<file path="src/rtl/secmem_pkg.sv">
// Shared request, response and command types for the secure memory port.
// Field widths here are fixed; a narrower memory uses the low address bits.

package secmem_pkg;

	//====================
	// default widths
	//====================

	// word address width, default for P_ADDR_BITS
	localparam int ADDR_BITS = 8;

	localparam int DATA_BITS = 32;

	// tag carried by a request and echoed back in its response
	localparam int OPAQUE_BITS = 8;

	//====================
	// encodings
	//====================

	typedef enum logic [1:0] {
		op_read          = 2'b00,
		op_write         = 2'b01,
		// addr field carries the new partition
		op_set_partition = 2'b10
	} mem_op_e;

	typedef enum logic {
		resp_ok     = 1'b0,
		resp_denied = 1'b1
	} resp_status_e;

	//====================
	// messages
	//====================

	// 51 bits. domain 1 is secure
	typedef struct packed {
		mem_op_e                opcode;
		logic                   domain;
		logic [OPAQUE_BITS-1:0] opaque;
		logic [ADDR_BITS-1:0]   addr;
		logic [DATA_BITS-1:0]   data;
	} mem_req_t;

	// 43 bits. data is zero unless a granted read
	typedef struct packed {
		mem_op_e                opcode;
		resp_status_e           status;
		logic [OPAQUE_BITS-1:0] opaque;
		logic [DATA_BITS-1:0]   data;
	} mem_resp_t;

	// decode to bank, request plus the access verdict
	typedef struct packed {
		mem_req_t req;
		logic     granted;
	} bank_cmd_t;

endpackage
</file>
<file path="src/rtl/secmem_access_decode.sv">
// Domain check and request register. P_ADDR_BITS must not exceed ADDR_BITS.
// Domain 0 is checked on the full address; the secure domain wraps high bits.

`timescale 1ns/1ns

module secmem_access_decode #(
	parameter int P_INIT_PARTITION = 128,
	parameter int P_ADDR_BITS      = secmem_pkg::ADDR_BITS
) (
	input  logic                  clk,
	input  logic                  reset,

	input  logic                  req_valid,
	input  secmem_pkg::mem_req_t  req,

	output logic                  cmd_valid,
	output secmem_pkg::bank_cmd_t cmd
);

	import secmem_pkg::*;

	// words below this are open to domain 0
	logic [P_ADDR_BITS-1:0] partition;

	logic below_partition;
	logic granted;
	logic set_partition;

	assign below_partition = req.addr < ADDR_BITS'(partition);

	// secure domain sees everything, domain 0 only the low region
	// and never the partition itself
	assign granted = req.domain
		|| (below_partition && req.opcode != op_set_partition);

	assign set_partition = req_valid && granted && req.opcode == op_set_partition;

	//====================
	// partition register
	//====================

	always_ff @(posedge clk) begin
		if (reset) begin
			partition <= P_ADDR_BITS'(P_INIT_PARTITION);
		end else if (set_partition) begin
			// takes effect for the next request
			partition <= req.addr[P_ADDR_BITS-1:0];
		end
	end

	//====================
	// request register
	//====================

	always_ff @(posedge clk) begin
		if (reset) begin
			cmd_valid <= 1'b0;
		end else begin
			cmd_valid <= req_valid;
		end
	end

	always_ff @(posedge clk) begin
		if (req_valid) begin
			cmd.req     <= req;
			cmd.granted <= granted;
		end
	end

endmodule

</file>
<file path="config.mk">
export PLATFORM = sky130hd
export DESIGN_NAME = secmem_access_decode
export DESIGN_NICKNAME = d
export VERILOG_FILES = /design/src/rtl/secmem_pkg.sv /design/src/rtl/secmem_access_decode.sv
export SDC_FILE = /design/constraint.sdc
export NUM_CORES = 1
export LEC_CHECK = 0
export ABC_CLOCK_PERIOD_IN_PS = 1600
export BUFFER_PORTS_ARGS = -buffer_cell sky130_fd_sc_hd__buf_2
export CAP_MARGIN = 20
export CORE_ASPECT_RATIO = 0.7
export CORE_MARGIN = 8
export CORE_UTILIZATION = 44
export CTS_BUF_LIST = sky130_fd_sc_hd__clkbuf_16
export DETAILED_ROUTE_END_ITERATION = 7
export PLACE_DENSITY = 0.78
export SLEW_MARGIN = 15
export SYNTH_ARGS = -nofsm -noshare
export SYNTH_HDL_FRONTEND = slang
export SYNTH_SLANG_ARGS = --single-unit
export TNS_END_PERCENT = 5
</file>
<file path="constraint.sdc">
create_clock -name clk -period 1.6 [get_ports clk]
set_input_delay 0.08 -clock clk [delete_from_list [all_inputs] [get_ports clk]]
set_output_delay 0.08 -clock clk [all_outputs]
set_load 0.01 [all_outputs]
</file>
==> results.md <==
- Status: finished, final reports clean
- Hold Path Depth: 2
- I/O Pins: 107
- Post-synthesis simple-gate area fraction: 5.690%
- Via-to-Cell Ratio: 4.588
- Gr ovfl total: 0
- Multiplexer share of the synthesized area: 0%
- Fin. Hold Viols: 0
- Final core occ: 75.25%
- Hold Path Class: in2reg
- Launch point of the worst path: req[34]
- Routed WL: 6046 um
- Core region area: 4651 um2
- CP Class: in2reg
- XOR/XNOR Fraction of Synth Area: 0%
- CTS tree: built
- Main combinational cell family by area after synthesis: simple AND/OR/NAND/NOR gates
- Flop and latch count out of synthesis: 61
- Die footprint: 7182 um2
- Slew HR: 78.56%
- CP max FO: 3
- Remaining routing DRC violations: 0
- Largest net degree at the start of global routing: 39
- IR drop worst, VDD: 0.0007405 V
- Leak Pwr: 1.489 nW
- Pwr Density: 1216 nW/um2
- Die Ht: 73.35 um
- Syn Area/Cell: 17.82 um2
- Setup TNS Final: 0 ns
- CTS Root Buffer Type: clkbuf_16
- GP Congestion: 0.8413
- DR pass1 iterations: 4
- Primary FF master, synth: edfxtp_1
- FFs w/ async S/R, synth: 0%
- CTS Buffer Depth: 2
- Placed Cells: 279
- Setup crit start kind: input port
- Die X: 97.92 um
- Most common cell in the netlist: edfxtp_1
- Clock H-tree levels: 3
- Sink Count: 61
- Synth Cell Area: 2067 um2
- Final Critical Period: 1.494 ns
- Global-route wire length before repair: 9308 um
- Detailed-route wire length per cell: 17.52 um
- Cell accounting for the most synthesized area: edfxtp_1
- Final hold slack: 0.05041 ns
- Post-CTS resize count: 0
- Area growth, synth to finish: 69.31%
- Setup-failing EPs final: 0
- FF-to-FF path depth: 5
- Post-Synth Adder-Cell Area: 4.237%
- Least-Margin Pin Slew: 0.3207 ns
- Worst-path clk slew: 0.05 ns
- Initial DRC Count: 67
- Hold_sp: reset
- Post-DRT Antenna Nets: 0
- All-Layer GR Usage: 17.63%
- Rows: 21
- Antenna violations before repair: 0
- Synth top area share: 75.54%
- Worst flop-to-flop path startpoint: partition[2]
- Final Max Slew Viols: 0
- Crit path DAT: 1.57 ns
- IO Port Bufs: 106
- Maximum clock frequency: 669.2 MHz
- Non-filler cells, final: 345
- Initial Utilization: 44.44%
- Number of synthesized flops with an enable pin: 52
- Mapped Cells: 116
- Distinct cells, synth: 21
- Top post-synthesis cells by count: edfxtp_1 (52), nand2_1 (16), dfxtp_1 (9), inv_1 (8)
- Yosys warns: 0
- Ant diodes: 0
- Postcts setup bufs: 0
- Net Count, Synth: 177
- Share of cells above drive strength 1: 42.01%
- CTS buffer count: 9
- Max Clock Skew: 0.005520 ns
- Detail Placement HPWL: 3920 um
- Maxcap violations: 0
- Period utilization: 93.39%
- Synth top area cells: edfxtp_1 (76%), dfxtp_1 (8.7%), ha_1 (4.2%)
- FILL cells: 287
- Sequential fraction of the synthesis area: 84.26%
- Number of global-route vias before repair: 1686
- RSZ-0062 raised after global routing: false
- Worst Path Required: 1.67 ns
- CP Capture Type: register
- # nets final: 345
- Synth Area in Compound Gates: 3.814%
- Worst-Skew Late Latency: 0.32 ns
- Via count: 1583
cell usage in the layout, fill, tap and decap left out:
master         synthesis  final
a211o_1                1      1
a211oi_1               2      2
a21o_1                 1      1
a21oi_1                7      7
and3_1                 1      1
buf_12                 0      1
buf_2                  0    106
buf_4                  1      1
bufinv_16              0      2
clkbuf_16              0      9
clkinv_1               0      3
clkinvlp_4             0      1
dfxtp_1                9      9
dlygate4sd3_1          0     51
edfxtp_1              52     52
ha_1                   7      7
inv_1                  8      8
nand2_1               16     16
nand3_1                1      1
nand3b_1               1      1
nand4_1                1      1
nor2_1                 2      2
nor2b_1                1      1
nor2b_4                1      1
nor3_1                 1      1
o211ai_1               1      1
o21ai_0                1      1
worst paths after layout:
check | to | slack (ns)
setup / recovery | cmd[0] | 0.11
hold / removal | partition[4] | 0.05
setup reg to reg | cmd[0] | 0.18
hold reg to reg | partition[6] | 0.45
cells by family after synthesis:
kind of cell               count (synthesis)
AOI/OAI and AO/OA                         13
adders and majority gates                  7
buffers and inverters                     10
DFF                                       61
and+or+nand+nor                           25
state kept, by name, summed over array words and instances, names as in the netlist:
register and count:
cmd 52, cmd_valid 1, partition 8
where the power goes:
part / switching (mW) / total [mW] / internal [mW] / leakage (nW)
registers: 0.0316 / 1.88 / 1.85 / 0.581
logic: 0.206 / 0.428 / 0.222 / 0.763
clock network: 0.610 / 1.94 / 1.33 / 0.144
cell type report:
class | count | area (um2) | share of cell area (%)
Timing Repair Buffer | 159 | 1069 | 30.53
Clock buffer | 9 | 225.2 | 6.435
Clock inverter | 6 | 78.83 | 2.252
Sequential cell | 61 | 1742 | 49.77
Tap cell | 57 | 71.32 | 2.038
Inverter | 8 | 30.03 | 0.8581
Multi-Input combinational cell | 45 | 284.0 | 8.116
stage by stage:
stage / power, mW / setup WS, ns / cell area, um2
2_1_floorplan: 2.013 / 0.2288 / 2067
3_3_place_gp: 2.221 / 0.2001 / 2685
3_5_place_dp: 2.238 / 0.1691 / 2685
4_1_cts: 4.294 / 0.1166 / 3500
5_1_grt: 4.418 / 0.03055 / 3500
6_report: 4.257 / 0.1058 / 3500
worst max-delay path, stage by stage:
cell and delay [ns]:
dlygate4sd3_1 0.52, buf_2 0.14, ha_1 0.29, o211ai_1 0.09, a211o_1 0.29, a21o_1 0.15
routing by layer:
metal | vias up | global-route usage [%] | share of wire, %
li1 | 761 | - | -
met1 | 730 | 17.88 | 38
met2 | 86 | 30.71 | 51
met3 | 6 | 9.934 | 10
met4 | 0 | 5.155 | 0.66
met5 | - | 0 | 0
repair_timing:
item,in CTS,in global routing
hold buffers,51,0
hold endpoints to repair,51,0
setup endpoints to repair,0,0
No activity file was read; power rests on OpenSTA's default activity.
