[src/rtl/secmem_pkg.sv]
// Shared request, response and command types for the secure memory port.
// Field widths here are fixed; a narrower memory uses the low address bits.

package secmem_pkg;

	//====================
	// default widths
	//====================

	// word address width, default for P_ADDR_BITS
	localparam int ADDR_BITS = 8;

	localparam int DATA_BITS = 32;

	// tag carried by a request and echoed back in its response
	localparam int OPAQUE_BITS = 8;

	//====================
	// encodings
	//====================

	typedef enum logic [1:0] {
		op_read          = 2'b00,
		op_write         = 2'b01,
		// addr field carries the new partition
		op_set_partition = 2'b10
	} mem_op_e;

	typedef enum logic {
		resp_ok     = 1'b0,
		resp_denied = 1'b1
	} resp_status_e;

	//====================
	// messages
	//====================

	// 51 bits. domain 1 is secure
	typedef struct packed {
		mem_op_e                opcode;
		logic                   domain;
		logic [OPAQUE_BITS-1:0] opaque;
		logic [ADDR_BITS-1:0]   addr;
		logic [DATA_BITS-1:0]   data;
	} mem_req_t;

	// 43 bits. data is zero unless a granted read
	typedef struct packed {
		mem_op_e                opcode;
		resp_status_e           status;
		logic [OPAQUE_BITS-1:0] opaque;
		logic [DATA_BITS-1:0]   data;
	} mem_resp_t;

	// decode to bank, request plus the access verdict
	typedef struct packed {
		mem_req_t req;
		logic     granted;
	} bank_cmd_t;

endpackage
[src/rtl/secmem_resp_queue.sv]
// Response FIFO with sink credits. Both depths must be at least 1.
// An empty queue forwards a push to the output on the next edge.

`timescale 1ns/1ns

module secmem_resp_queue #(
	parameter int P_RESP_DEPTH   = 4,
	parameter int P_SINK_CREDITS = 2
) (
	input  logic                  clk,
	input  logic                  reset,

	input  logic                  push_valid,
	input  secmem_pkg::mem_resp_t push,

	input  logic                  resp_credit,
	output logic                  resp_valid,
	output secmem_pkg::mem_resp_t resp,
	output logic                  req_credit
);

	import secmem_pkg::*;

	localparam int PTR_BITS = (P_RESP_DEPTH > 1) ? $clog2(P_RESP_DEPTH) : 1;
	localparam int CNT_BITS = $clog2(P_RESP_DEPTH + 1);
	localparam int CRD_BITS = $clog2(P_SINK_CREDITS + 1);

	mem_resp_t slots [P_RESP_DEPTH];

	logic [PTR_BITS-1:0] wr_ptr;
	logic [PTR_BITS-1:0] rd_ptr;
	logic [CNT_BITS-1:0] count;
	logic [CRD_BITS-1:0] sink_credits;

	mem_resp_t head;
	logic      avail;
	logic      pop;

	function automatic logic [PTR_BITS-1:0] next_ptr(input logic [PTR_BITS-1:0] ptr);
		if (ptr == PTR_BITS'(P_RESP_DEPTH - 1)) begin
			return '0;
		end
		return ptr + 1'b1;
	endfunction

	// bypass when nothing is stored
	assign head  = (count == '0) ? push : slots[rd_ptr];
	assign avail = push_valid || count != '0;
	assign pop   = avail && sink_credits != '0;

	//====================
	// storage
	//====================

	always_ff @(posedge clk) begin
		if (push_valid) begin
			slots[wr_ptr] <= push;
		end
		if (pop) begin
			resp <= head;
		end
	end

	//====================
	// pointers and credits
	//====================

	always_ff @(posedge clk) begin
		if (reset) begin
			wr_ptr       <= '0;
			rd_ptr       <= '0;
			count        <= '0;
			sink_credits <= CRD_BITS'(P_SINK_CREDITS);
			resp_valid   <= 1'b0;
		end else begin
			resp_valid <= pop;
			if (push_valid) begin
				wr_ptr <= next_ptr(wr_ptr);
			end
			if (pop) begin
				rd_ptr <= next_ptr(rd_ptr);
			end
			count        <= count + CNT_BITS'(push_valid) - CNT_BITS'(pop);
			sink_credits <= sink_credits + CRD_BITS'(resp_credit) - CRD_BITS'(pop);
		end
	end

	// one request credit back per response leaving
	assign req_credit = resp_valid;

	// requester credits cap what can be in flight
	assert property (@(posedge clk) disable iff (reset)
		push_valid |-> count != CNT_BITS'(P_RESP_DEPTH));

	// sink never returns more slots than it was given
	assert property (@(posedge clk) disable iff (reset)
		resp_credit |-> pop || sink_credits != CRD_BITS'(P_SINK_CREDITS));

endmodule

[config.mk]
export PLATFORM = sky130hd
export DESIGN_NAME = secmem_resp_queue
export DESIGN_NICKNAME = d
export VERILOG_FILES = /design/src/rtl/secmem_pkg.sv /design/src/rtl/secmem_resp_queue.sv
export SDC_FILE = /design/constraint.sdc
export NUM_CORES = 1
export LEC_CHECK = 0
export BUFFER_PORTS_ARGS = -buffer_cell sky130_fd_sc_hd__buf_2
export CAP_MARGIN = 15
export CORE_MARGIN = 2
export CORE_UTILIZATION = 58
export DETAILED_ROUTE_END_ITERATION = 16
export PLACE_DENSITY = 0.79
export SETUP_SLACK_MARGIN = 0.02
export SLEW_MARGIN = 20
export SYNTH_ARGS = -nofsm -noshare
export SYNTH_HDL_FRONTEND = slang
export SYNTH_SLANG_ARGS = --single-unit
export TNS_END_PERCENT = 10
[constraint.sdc]
create_clock -name clk -period 2.5 [get_ports clk]
set_input_delay 0.5 -clock clk [delete_from_list [all_inputs] [get_ports clk]]
set_output_delay 0.5 -clock clk [all_outputs]
set_load 0.01 [all_outputs]
==> summary.txt <==
Timing
  – Final period util: 0.828
  – RSZ-0062 raised after global routing: false
  – Minimum clock period: 2.07 ns
  – Hold Fails Final Rpt: 0
  – Measured slew at the worst slew-check pin: 0.551 ns
  – Final clock skew: 0.0124 ns
  – Worst relative slew slack: 0.633
  – Setup violations, final: 0
  – Final TNS setup: 0 ns
  – Max frequency: 483 MHz
  – Final Slew Violations: 0

Global routing
  – Largest net degree at the start of global routing: 44
  – Initial antenna violation count: 2
  – Vias in the first global route: 4528
  – Total track usage: 0.201
  – GR Overflow Total: 0
  – Global-route wire length before repair: 24400 um

Layout
  – Fin cells: 697
  – Ratio of cells with drive above 1 in the final layout: 0.453
  – Commonest non-fill, non-tap cell in the layout: edfxtp_1
  – Synthesis-to-layout area growth: 17.1%
  – Filler instances: 893
  – Sequential Area: 6700 sq um
  – Area of the multi-input gates: 1820 sq um
  – Commonest non-fill, non-tap cells in the layout: edfxtp_1 (215), buf_2 (91), mux4_2 (43), mux2_2 (43), clkbuf_16 (23)
  – Layout Nets: 551

Clocking
  – Skew-Pair Late Insertion Delay: 0.50 ns
  – Clock Sinks: 227
  – Post-cts hold buffer count: 0
  – H-tree Lvls: 1
  – Clk slew on worst S/H paths: 0.06 ns
  – Cts repair resizes: 0
  – CTS root buf: clkbuf_16
  – Largest buffer count on any clock path: 3
  – Number of buffers added for setup after CTS: 0
  – TritonCTS buffer count: 23
  – CTS tree: yes

Synth
  – Syn_nets: 439
  – Synth warn: 0
  – Post-synthesis sequential area ratio: 0.776
  – Cell count after synthesis: 384
  – FF+latch count, synth: 227
  – Synthesized cell area: 8630 sq um
  – Cell variety after synth: 32
  – Main synth FF type: edfxtp_1
  – Post-synth EDFFs: 215
  – FFs w/ async S/R, synth: 0
  – Avg Inst Size Synth: 22.5 sq um

Place
  – Port bufs: 91
  – GP Congestion: 0.696
  – Placed Cells: 655
  – HPWL after DPL: 8980 um

Pwr
  – Power per cell area: 1150 nW/um^2
  – Maximum vdd drop: 911 uV
  – Leakage power: 3.47 nW

Min path
  – Hold path start: push[29]
  – Hold/Removal Path Class: in -> reg

Drt
  – DR vias/cell: 5.96
  – Drt first pass iters: 6
  – DR iter-0 viols: 290
  – Total number of vias: 4156
  – DRC: 0
  – Post-DRT Antenna Nets: 0
  – Avg WL per Cell: 22.3 um
  – Final WL: 15600 um

Worst setup path
  – Worst path max stage delay: 0.38 ns
  – Critical path's slowest cell: fa_1
  – Crit-path leading delay family: simple AND/OR/NAND/NOR gates
  – Worst Path Arrival: 2.45 ns
  – RR Startpoint: count[2]
  – Crit end category: flip-flop
  – Crit Path Class: reg -> reg
  – Startpoint class of the critical path: flip-flop
  – Critical path buffers and inverters: 0
  – Crit-path cells: nor4_2 -> or3_1 -> nand2_1 -> ha_1 -> fa_1 -> xnor2_1 -> xnor2_1 -> nor2_1
  – CP Launch Point: count[2]
  – Crit path required time: 2.88 ns
  – Crit-path most repeated cell: xnor2_1
  – Crit-path max FO: 4

Die
  – IO Pins: 92
  – Core area: 14500 sq um
  – Die area: 15900 sq um
  – Initial core utilization: 0.594
  – Die width: 126 um
  – Die Y: 126 um
  – Core Rows: 44

Flow run
  – Max-cap violations: 0

Run status
  – Status: finished, final reports clean
==> sequential cells by signal, summed over array words and instances (netlist names), named ones only <==
name	flops
rd_ptr	2
wr_ptr	2
req_credit	1
sink_credits	2
slots	172
count	3
resp	43
==> layer usage <==
layer	global-route usage	vias up	wire, um
met2	0.341	131	7950
met3	0.0425	21	853
met4	0.0595	0	267
met1	0.268	2191	6490
met5	0	-	0
li1	-	1813	-
==> Yosys cell counts (3+ instances only) <==
| cell | count | area [sq um] |
|---|---|---|
| a21oi_1 | 5 | 25.0 |
| mux4_2 | 43 | 968 |
| buf_2 | 4 | 20.0 |
| inv_1 | 5 | 18.8 |
| o21ai_0 | 3 | 15.0 |
| and2_1 | 4 | 25.0 |
| edfxtp_1 | 215 | 6460 |
| buf_6 | 5 | 56.3 |
| nand2_1 | 5 | 18.8 |
| nor2b_1 | 3 | 18.8 |
| buf_1 | 4 | 15.0 |
| dfxtp_1 | 12 | 240 |
| mux2_2 | 43 | 484 |
| nor2_1 | 5 | 18.8 |
| ha_1 | 7 | 87.6 |
==> through the flow <==
stage | total power, mW | cell area (sq um) | hold WS, ns | worst slack, ns | util
after floorplan | 7.57 | 8630 | 0.493 | 0.169 | -
after global placement | 8.54 | 9420 | 0.497 | 0.276 | 0.648
after detailed placement | 8.68 | 9420 | 0.531 | 0.123 | 0.648
after CTS | 11.8 | 10100 | 0.214 | 0.425 | 0.695
after global routing | 12.2 | 10100 | 0.220 | 0.296 | 0.695
final | 11.7 | 10100 | 0.232 | 0.430 | 0.695
==> logic make-up (layout without fill, tap and decap cells) <==
logic type	count (synthesis)	after routing	share of synthesized area
fa+ha+maj	8	8	0.0125
compound gates	9	9	0.00551
flops	227	227	0.776
other cells	0	1	0
buf+inv	22	150	0.0151
simple gates	29	29	0.0196
mux	87	87	0.169
xor+xnor	2	2	0.00203
==> worst paths after layout <==
check        slack (ns)           end  cells past startpoint
max                0.43      count[2]                      8
min reg2reg        0.57     wr_ptr[1]                      2
max reg2reg        0.43      count[2]                      8
min                0.23  slots[3][29]                      1
==> final cells by class <==
cell class,instances,share of cell area
Sequential cell,227,0.663
Multi-Input combinational cell,135,0.180
Timing Repair Buffer,104,0.0646
Clock buffer,26,0.0581
Tap cell,184,0.0228
Clock inverter,15,0.00978
Inverter,5,0.00186
Antenna cell,1,0.000248
==> where the power goes <==
group	leakage, nW	internal (mW)	switching (mW)
Clock	0.339	1.78	1.31
Sequential	2.11	5.00	0.359
Combinational	1.02	1.66	1.55
No activity file was read; power rests on OpenSTA's default activity.
